$ cat src/hist_pkg.sv
/*
 * Histogram engine shared types
 * Memory opcodes, dump FSM states and the Wishbone word width
 */

package hist_pkg;

    // Wishbone address and data width
    localparam int WB_WIDTH = 32;

    // Count memory operations
    // Both return the old counter value
    typedef enum logic {
        MEM_INCR       = 1'b0,
        MEM_READ_CLEAR = 1'b1
    } mem_op_t;

    // Dump engine states
    typedef enum logic [1:0] {
        // Waiting for a dump request
        DUMP_IDLE  = 2'd0,
        // Read-clear handshake on the memory port
        DUMP_FETCH = 2'd1,
        // Wishbone write in progress
        DUMP_BUS   = 2'd2,
        // Bus released, step to the next bin
        DUMP_NEXT  = 2'd3
    } dump_state_t;

endpackage

$ cat src/mem_port_if.sv
/*
 * Four-phase memory port
 * One requester and the arbiter share req/ack with op, addr and rdata
 */

`timescale 1ns/10ps

interface mem_port_if #(
    parameter int BIN_BITS    = 7,
    parameter int COUNT_WIDTH = 16
);

    logic                   req;
    logic                   ack;
    hist_pkg::mem_op_t      op;
    logic [BIN_BITS-1:0]    addr;
    // Old counter value, valid while ack is high
    logic [COUNT_WIDTH-1:0] rdata;

    modport requester (output req, op, addr, input ack, rdata);

    modport arbiter (input req, op, addr, output ack, rdata);

endinterface

$ cat src/count_ram.sv
/*
 * Counter memory
 * One read-modify-write per valid pulse
 * Saturating increment or read-clear, old value returned a cycle later
 */

`timescale 1ns/10ps

module count_ram #(
    parameter int BIN_BITS    = 7,
    parameter int COUNT_WIDTH = 16
) (
    input  logic                   clk,
    input  logic                   rst_n,
    input  logic                   valid,
    input  hist_pkg::mem_op_t      op,
    input  logic [BIN_BITS-1:0]    addr,
    output logic [COUNT_WIDTH-1:0] rdata
);

    localparam int NUM_BINS = 2 ** BIN_BITS;

    logic [COUNT_WIDTH-1:0] counts [NUM_BINS];

    // Counter update
    always_ff @(posedge clk or negedge rst_n) begin
        if (!rst_n) begin
            counts <= '{default: '0};
        end else if (valid) begin
            if (op == hist_pkg::MEM_READ_CLEAR) begin
                counts[addr] <= '0;
            end else if (counts[addr] != '1) begin
                // Hold at all ones
                counts[addr] <= counts[addr] + 1'b1;
            end
        end
    end

    // Old value out, same edge as the update
    always_ff @(posedge clk) begin
        if (valid) begin
            rdata <= counts[addr];
        end
    end

endmodule

$ cat src/mem_arbiter.sv
/*
 * Count memory arbiter
 * Two four-phase ports onto one RAM port, updater has fixed priority
 * Grant held for the whole handshake, one RAM pulse per grant
 */

`timescale 1ns/10ps

module mem_arbiter #(
    parameter int BIN_BITS    = 7,
    parameter int COUNT_WIDTH = 16
) (
    input  logic                   clk,
    input  logic                   rst_n,
    mem_port_if.arbiter            upd,
    mem_port_if.arbiter            dmp,
    output logic                   ram_valid,
    output hist_pkg::mem_op_t      ram_op,
    output logic [BIN_BITS-1:0]    ram_addr,
    input  logic [COUNT_WIDTH-1:0] ram_rdata
);

    typedef enum logic [1:0] {
        ARB_IDLE,
        ARB_RAM,
        ARB_HOLD
    } arb_state_t;

    arb_state_t state;
    // High while the dump port owns the memory
    logic       grant_dmp;
    logic       owner_req;

    assign owner_req = grant_dmp ? dmp.req : upd.req;

    // Request fields from the owner, stable for the whole handshake
    assign ram_op   = grant_dmp ? dmp.op : upd.op;
    assign ram_addr = grant_dmp ? dmp.addr : upd.addr;

    // RAM output holds until the next pulse
    assign upd.rdata = ram_rdata;
    assign dmp.rdata = ram_rdata;

    always_ff @(posedge clk or negedge rst_n) begin
        if (!rst_n) begin
            state     <= ARB_IDLE;
            grant_dmp <= 1'b0;
            ram_valid <= 1'b0;
            upd.ack   <= 1'b0;
            dmp.ack   <= 1'b0;
        end else begin
            case (state)
                ARB_IDLE: begin
                    // Updater first
                    if (upd.req) begin
                        grant_dmp <= 1'b0;
                        ram_valid <= 1'b1;
                        state     <= ARB_RAM;
                    end else if (dmp.req) begin
                        grant_dmp <= 1'b1;
                        ram_valid <= 1'b1;
                        state     <= ARB_RAM;
                    end
                end
                ARB_RAM: begin
                    // RAM result lands with this edge
                    ram_valid <= 1'b0;
                    if (grant_dmp) begin
                        dmp.ack <= 1'b1;
                    end else begin
                        upd.ack <= 1'b1;
                    end
                    state <= ARB_HOLD;
                end
                ARB_HOLD: begin
                    // Release once the owner drops req
                    if (!owner_req) begin
                        upd.ack <= 1'b0;
                        dmp.ack <= 1'b0;
                        state   <= ARB_IDLE;
                    end
                end
                default: state <= ARB_IDLE;
            endcase
        end
    end

    a_single_ack: assert property (@(posedge clk) disable iff (!rst_n)
        !(upd.ack && dmp.ack))
        else $error("both memory ports acknowledged");

endmodule

$ cat src/hist_updater.sv
/*
 * Histogram updater
 * Synchronizes the symbol strobe, keeps one pending symbol
 * and runs a four-phase increment per symbol, sticky overrun on loss
 */

`timescale 1ns/10ps

module hist_updater #(
    parameter int BIN_BITS = 7
) (
    input  logic                clk,
    input  logic                rst_n,
    input  logic                sample_strobe,
    input  logic [BIN_BITS-1:0] sample,
    output logic                overrun,
    mem_port_if.requester       mem
);

    typedef enum logic [1:0] {
        UPD_IDLE,
        UPD_REQ,
        UPD_RELEASE
    } upd_state_t;

    upd_state_t          state;

    // Strobe synchronizer and edge detect
    logic                strobe_meta;
    logic                strobe_sync;
    logic                strobe_prev;
    logic                sym_valid;

    // Pending slot
    logic                pend_valid;
    logic [BIN_BITS-1:0] pend_sym;
    logic                launch;

    assign sym_valid = strobe_sync & ~strobe_prev;
    // Pending symbol moves to the port when nothing is in flight
    assign launch    = (state == UPD_IDLE) && pend_valid;

    assign mem.op = hist_pkg::MEM_INCR;

    always_ff @(posedge clk or negedge rst_n) begin
        if (!rst_n) begin
            strobe_meta <= 1'b0;
            strobe_sync <= 1'b0;
            strobe_prev <= 1'b0;
            pend_valid  <= 1'b0;
            overrun     <= 1'b0;
            mem.req     <= 1'b0;
            state       <= UPD_IDLE;
        end else begin
            strobe_meta <= sample_strobe;
            strobe_sync <= strobe_meta;
            strobe_prev <= strobe_sync;

            // Slot full and increment in flight, symbol lost
            if (sym_valid && pend_valid && !launch) begin
                overrun <= 1'b1;
            end
            if (sym_valid && (!pend_valid || launch)) begin
                pend_valid <= 1'b1;
            end else if (launch) begin
                pend_valid <= 1'b0;
            end

            case (state)
                UPD_IDLE: begin
                    if (pend_valid) begin
                        mem.req <= 1'b1;
                        state   <= UPD_REQ;
                    end
                end
                UPD_REQ: begin
                    if (mem.ack) begin
                        mem.req <= 1'b0;
                        state   <= UPD_RELEASE;
                    end
                end
                UPD_RELEASE: begin
                    // Wait for ack low before next req
                    if (!mem.ack) begin
                        state <= UPD_IDLE;
                    end
                end
                default: state <= UPD_IDLE;
            endcase
        end
    end

    // Symbol and request address
    always_ff @(posedge clk) begin
        if (sym_valid && (!pend_valid || launch)) begin
            pend_sym <= sample;
        end
        if (launch) begin
            mem.addr <= pend_sym;
        end
    end

    a_addr_stable: assert property (@(posedge clk) disable iff (!rst_n)
        (mem.req && !mem.ack) |=> $stable(mem.addr))
        else $error("increment address changed during handshake");

endmodule

$ cat src/wb_dump_engine.sv
/*
 * Histogram dump engine
 * Walks every bin with a read-clear on the memory port
 * and writes each old count to the bus as one Wishbone classic write
 */

`timescale 1ns/10ps

module wb_dump_engine #(
    parameter int                               BIN_BITS    = 7,
    parameter int                               COUNT_WIDTH = 16,
    parameter logic [hist_pkg::WB_WIDTH-1:0]    BASE_ADDR   = 32'h3000_0000
) (
    input  logic                                clk,
    input  logic                                rst_n,
    input  logic                                dump_req,
    output logic                                busy,
    output logic                                wb_cyc,
    output logic                                wb_stb,
    output logic                                wb_we,
    output logic [hist_pkg::WB_WIDTH/8-1:0]     wb_sel,
    output logic [hist_pkg::WB_WIDTH-1:0]       wb_adr,
    output logic [hist_pkg::WB_WIDTH-1:0]       wb_wdat,
    input  logic                                wb_ack,
    mem_port_if.requester                       mem
);

    typedef logic [hist_pkg::WB_WIDTH-1:0] wb_word_t;

    hist_pkg::dump_state_t state;
    logic                  dump_prev;
    logic                  dump_rise;
    // Current bin, also the memory address
    logic [BIN_BITS-1:0]   bin;

    assign dump_rise = dump_req & ~dump_prev;

    assign mem.op   = hist_pkg::MEM_READ_CLEAR;
    assign mem.addr = bin;
    // Full word writes only
    assign wb_sel   = '1;

    always_ff @(posedge clk or negedge rst_n) begin
        if (!rst_n) begin
            state     <= hist_pkg::DUMP_IDLE;
            dump_prev <= 1'b0;
            bin       <= '0;
            busy      <= 1'b0;
            mem.req   <= 1'b0;
            wb_cyc    <= 1'b0;
            wb_stb    <= 1'b0;
            wb_we     <= 1'b0;
        end else begin
            dump_prev <= dump_req;
            case (state)
                hist_pkg::DUMP_IDLE: begin
                    // Edges while busy never get here
                    if (dump_rise) begin
                        bin     <= '0;
                        busy    <= 1'b1;
                        mem.req <= 1'b1;
                        state   <= hist_pkg::DUMP_FETCH;
                    end
                end
                hist_pkg::DUMP_FETCH: begin
                    // Count latched and bin cleared, start the write
                    if (mem.ack) begin
                        mem.req <= 1'b0;
                        wb_cyc  <= 1'b1;
                        wb_stb  <= 1'b1;
                        wb_we   <= 1'b1;
                        state   <= hist_pkg::DUMP_BUS;
                    end
                end
                hist_pkg::DUMP_BUS: begin
                    if (wb_ack) begin
                        wb_cyc <= 1'b0;
                        wb_stb <= 1'b0;
                        wb_we  <= 1'b0;
                        state  <= hist_pkg::DUMP_NEXT;
                    end
                end
                hist_pkg::DUMP_NEXT: begin
                    // Bus idle this cycle; memory ack must be low too
                    if (!mem.ack) begin
                        if (&bin) begin
                            busy  <= 1'b0;
                            state <= hist_pkg::DUMP_IDLE;
                        end else begin
                            bin     <= bin + 1'b1;
                            mem.req <= 1'b1;
                            state   <= hist_pkg::DUMP_FETCH;
                        end
                    end
                end
                default: state <= hist_pkg::DUMP_IDLE;
            endcase
        end
    end

    // Address and data held until the next fetch completes
    always_ff @(posedge clk) begin
        if (state == hist_pkg::DUMP_FETCH && mem.ack) begin
            wb_adr  <= BASE_ADDR + (wb_word_t'(bin) << 2);
            wb_wdat <= wb_word_t'(mem.rdata);
        end
    end

    a_stb_in_cyc: assert property (@(posedge clk) disable iff (!rst_n)
        wb_stb |-> wb_cyc)
        else $error("wb_stb high outside a bus cycle");

endmodule

$ cat src/hist_top.sv
/*
 * Symbol histogram top level
 * Updater and dump engine share the count memory through the arbiter
 * en gates new symbols and new dump requests
 */

`timescale 1ns/10ps

module hist_top #(
    parameter int                            BIN_BITS    = 7,
    parameter int                            COUNT_WIDTH = 16,
    parameter logic [hist_pkg::WB_WIDTH-1:0] BASE_ADDR   = 32'h3000_0000
) (
    input  logic                             clk,
    input  logic                             rst_n,
    input  logic                             en,
    input  logic                             sample_strobe,
    input  logic [BIN_BITS-1:0]              sample,
    input  logic                             dump_req,
    output logic                             busy,
    output logic                             overrun,
    // Wishbone master, writes only
    output logic                             wb_cyc,
    output logic                             wb_stb,
    output logic                             wb_we,
    output logic [hist_pkg::WB_WIDTH/8-1:0]  wb_sel,
    output logic [hist_pkg::WB_WIDTH-1:0]    wb_adr,
    output logic [hist_pkg::WB_WIDTH-1:0]    wb_wdat,
    // Unused, the engine never reads
    input  logic [hist_pkg::WB_WIDTH-1:0]    wb_rdat,
    input  logic                             wb_ack
);

    logic                   strobe_gated;
    logic                   dump_gated;
    logic                   ram_valid;
    hist_pkg::mem_op_t      ram_op;
    logic [BIN_BITS-1:0]    ram_addr;
    logic [COUNT_WIDTH-1:0] ram_rdata;

    // Started transactions finish regardless of en
    assign strobe_gated = sample_strobe & en;
    assign dump_gated   = dump_req & en;

    mem_port_if #(.BIN_BITS(BIN_BITS), .COUNT_WIDTH(COUNT_WIDTH)) upd_port ();
    mem_port_if #(.BIN_BITS(BIN_BITS), .COUNT_WIDTH(COUNT_WIDTH)) dmp_port ();

    hist_updater #(.BIN_BITS(BIN_BITS)) u_updater (
        .clk(clk), .rst_n(rst_n),
        .sample_strobe(strobe_gated), .sample(sample),
        .overrun(overrun), .mem(upd_port.requester)
    );

    wb_dump_engine #(
        .BIN_BITS(BIN_BITS), .COUNT_WIDTH(COUNT_WIDTH), .BASE_ADDR(BASE_ADDR)
    ) u_dump (
        .clk(clk), .rst_n(rst_n), .dump_req(dump_gated), .busy(busy),
        .wb_cyc(wb_cyc), .wb_stb(wb_stb), .wb_we(wb_we), .wb_sel(wb_sel),
        .wb_adr(wb_adr), .wb_wdat(wb_wdat), .wb_ack(wb_ack),
        .mem(dmp_port.requester)
    );

    mem_arbiter #(.BIN_BITS(BIN_BITS), .COUNT_WIDTH(COUNT_WIDTH)) u_arbiter (
        .clk(clk), .rst_n(rst_n),
        .upd(upd_port.arbiter), .dmp(dmp_port.arbiter),
        .ram_valid(ram_valid), .ram_op(ram_op),
        .ram_addr(ram_addr), .ram_rdata(ram_rdata)
    );

    count_ram #(.BIN_BITS(BIN_BITS), .COUNT_WIDTH(COUNT_WIDTH)) u_ram (
        .clk(clk), .rst_n(rst_n), .valid(ram_valid),
        .op(ram_op), .addr(ram_addr), .rdata(ram_rdata)
    );

endmodule

$ cat config.mk
export PLATFORM = sky130hd
export DESIGN_NAME = hist_top
export DESIGN_NICKNAME = d
export VERILOG_FILES = /design/src/hist_pkg.sv /design/src/mem_port_if.sv /design/src/count_ram.sv /design/src/mem_arbiter.sv /design/src/hist_updater.sv /design/src/wb_dump_engine.sv /design/src/hist_top.sv
export SDC_FILE = /design/constraint.sdc
export NUM_CORES = 2
export LEC_CHECK = 0
export BUFFER_PORTS_ARGS = -buffer_cell sky130_fd_sc_hd__buf_2
export CAP_MARGIN = 20
export CORE_MARGIN = 10
export CORE_UTILIZATION = 30
export DETAILED_ROUTE_END_ITERATION = 8
export MAX_ROUTING_LAYER = met4
export REMOVE_ABC_BUFFERS = 1
export SKIP_CTS_REPAIR_TIMING = 1
export SLEW_MARGIN = 10
export SYNTH_ARGS = -nofsm -noshare
export SYNTH_HDL_FRONTEND = slang
export SYNTH_SLANG_ARGS = --single-unit
$ cat constraint.sdc
create_clock -name clk -period 9.25 [get_ports clk]
set_clock_uncertainty 0.1 [all_clocks]
set_input_delay 1.85 -clock clk [delete_from_list [all_inputs] [get_ports clk]]
set_output_delay 1.85 -clock clk [all_outputs]
set_load 0.03 [all_outputs]
==> results.ini <==
[run_status]
outcome = complete, no violations

[global_route]
grt_pass1_vias = 79233
grt_usage_pct = 24.8
grt_pass1_wl_um = 607000
grt_remaining_overflow = 0
grt_max_degree = 166
antenna_found_initial = 35

[final_layout]
layout_commonest_cell = dfrtp_1
drive_above_1_share_pct = 14.3
layout_common_cells = dfrtp_1 (2,071), nand2_1 (1,817), o21ai_0 (1,312)
layoutNonFillerInstCount = 14047
fin_nets = 9708
area_growth_pct = 15.0

[clocking]
clock_latency_ns = 0.98
cts.path.max_buffers = 4
cts_root_buf = clkbuf_16
path_clk_slew_ns = 0.06
cts_tree = done
cts.sinks = 2128
ctsHtreeMaxLevel = 4
cts_buffers = 228

[routing]
via_per_inst = 5.97
num_vias = 83791
routed_wl_um = 428000
post_drt_wl_per_cell_um = 30.4
drtAntennaViolNets = 0
drc_errors = 0
dr.pass1.iters = 8
drtIter0Drc = 13289

[die]
die_area_um2 = 342000
initial_utilization_pct = 30.1
die_w_um = 585
row_count = 207
fp.dieH_um = 585
io_pins = 118
coreArea_um2 = 318000

[yosys]
synth_warnings = 0
yosysSeqAreaShare_pct = 55.9
synthFlopType = dfrtp_1
synth_enable_flop_cells = 53
synthesis.area_um2 = 95700
synth-seq-cells = 2128
synth_cells = 9804
synth_cell_types = 92
async_flop_share_pct = 97.5
avgSynthCellArea_um2 = 9.76

[power]
p_sw_w = 0.0230
sequentialPowerShare_pct = 30.0
p_sw_share_pct = 50.2
power.leakage_nw = 46.9
clkPwrFrac_pct = 20.6
combPwrFrac_pct = 49.4
peakVddDrop_v = 0.00112
powerDensity_nw_per_um2 = 416
p_int_w = 0.0229
p_total_w = 0.0458

[worst_hold_path]
min_to = u_updater.strobe_sync
min_from = u_updater.strobe_meta
hp-class = flop to flop
holdPathStages = 0

[sta]
finalCritPeriodShare_pct = 92.7
report.final.slew_viol_count = 0
worstMarginPinSlew_ns = 1.34
hold_viol = 0
fin_crit_ns = 8.58
rsz0062_at_grt = false
max_freq_ghz = 0.117
setup_viol = 0
fin_ws_ns = 0.673
relSlewSlack_pct = 10.6
setup_tns_ns = 0

[critical_path]
max_stage_delay_ns = 0.99
crit_type = flop to flop
cp_max_fo = 46
worstPathCellList = buf_4 > or3b_2 > nand2_4 > buf_4 > nand3_1 > a31oi_1 > o41ai_1 > and4_1 > ha_1 > inv_1 > nor3_1 > nand4_2 > nor3_1 > buf_4 > nor2_4 > buf_4 > nand3_1 > a22o_1
worstReg2RegEnd = u_ram.counts[1829]
r2r_cells = 18
critical_path.startpoint_type = flop
path_common_cell = buf_4
critPathSlowestCell = a31oi_1
end_kind = flop
r2r_start = u_arbiter.grant_dmp
startpoint = u_arbiter.grant_dmp
worst-r2r-setup-slack_ns = 0.67
crit_required_ns = 9.94
crit_arrival_ns = 9.27

[place]
dp_cells = 13591
gp_congestion = 1.07
dp_hpwl_um = 275000
preCtsSetupSlack_ns = 1.39
port_buffers = 40

[run]
maxCapViolations = 0

-- state kept, by name (all words and copies together), names as in the netlist, 2 cells and up --
register / cells
u_arbiter.state: 2
u_dump.mem.addr: 7
u_dump.state: 2
u_dump.wb_adr: 7
u_dump.wb_wdat: 16
u_ram.counts: 2048
u_ram.rdata: 16
u_updater.mem.addr: 7
u_updater.pend_sym: 7
u_updater.state: 2
-- metrics by stage --
stage          instance area (um2)  util (%)  hold slack, ns
4_1_cts                     110000      34.6           0.261
6_report                    110000      34.6           0.261
3_5_place_dp                102000      32.2           0.254
5_1_grt                     110000      34.6           0.288
3_3_place_gp                102000      32.2           0.238
2_1_floorplan                91000         -           0.231
-- kinds of logic after synthesis --
kind of cell,synth area share [%]
compound gates,21.3
simple gates,12.4
flops,55.9
buf+inv,5.26
mux,4.75
xor+xnor,0.156
fa+ha+maj,0.131
other cells,0.00785
-- critical path: cells and delay by family, from the launching register on --
kind | cells | cell delay [ns]
buf+inv | 5 | 1.78
flops | 1 | 0.93
compound gates | 3 | 1.82
simple gates | 9 | 3.41
fa+ha+maj | 1 | 0.22
-- metal layers --
layer / vias up / track usage, % / wire length (um) / share of wire (%)
li1: 34863 / - / - / -
met1: 41826 / 30.7 / 163000 / 38
met2: 5539 / 34.3 / 177000 / 41
met3: 1563 / 8.38 / 53000 / 12
met4: 0 / 16.2 / 34500 / 8.1
met5: - / - / 0 / 0
-- cells in the mapped netlist, types with 93 or more instances --
library cell	n	area share, %
nand3_1	238	1.2
o221ai_1	103	0.94
o22ai_1	477	3.1
a22o_1	217	2.0
buf_2	349	1.8
a31oi_1	265	1.7
clkbuf_1	528	2.1
a21oi_1	481	2.5
o21ai_1	125	0.65
mux2i_1	93	0.97
o21ai_0	1312	6.9
nor2_1	295	1.2
dfrtp_1	2075	54
mux2_2	281	3.3
nand2_1	1831	7.2
-- power by group through the flow --
stage                     Combinational [W]  Sequential [W]  Clock [W]
final                                0.0227          0.0137    0.00945
after global routing                 0.0229          0.0140    0.00987
after CTS                            0.0215          0.0136    0.00947
after detailed placement             0.0214          0.0138          0
after global placement               0.0213          0.0137          0
after floorplan                     0.00929          0.0135          0
-- how the worst max path moves through the flow --
| stage | slack [ns] | depth (start not counted) | endpoint |
|---|---|---|---|
| after floorplan | -10.51 | 10 | u_ram.counts[1565] |
| after global placement | 1.29 | 17 | u_ram.counts[1827] |
| after detailed placement | 1.39 | 18 | u_ram.counts[1827] |
| after CTS | 1.40 | 18 | u_ram.counts[1829] |
| after global routing | 0.92 | 18 | u_ram.counts[1829] |
| final | 0.67 | 18 | u_ram.counts[1829] |
-- layout make-up --
type / count / area (um2)
timing repair buffer: 618 / 5640
clock buffer: 329 / 6650
sequential: 2128 / 53500
fill: 32036 / 208000
antenna: 39 / 97.6
tap: 4180 / 5230
multi-input combinational: 6629 / 37900
clock inverter: 76 / 918
inverter: 48 / 183
Power figures use the tool's default switching activity.
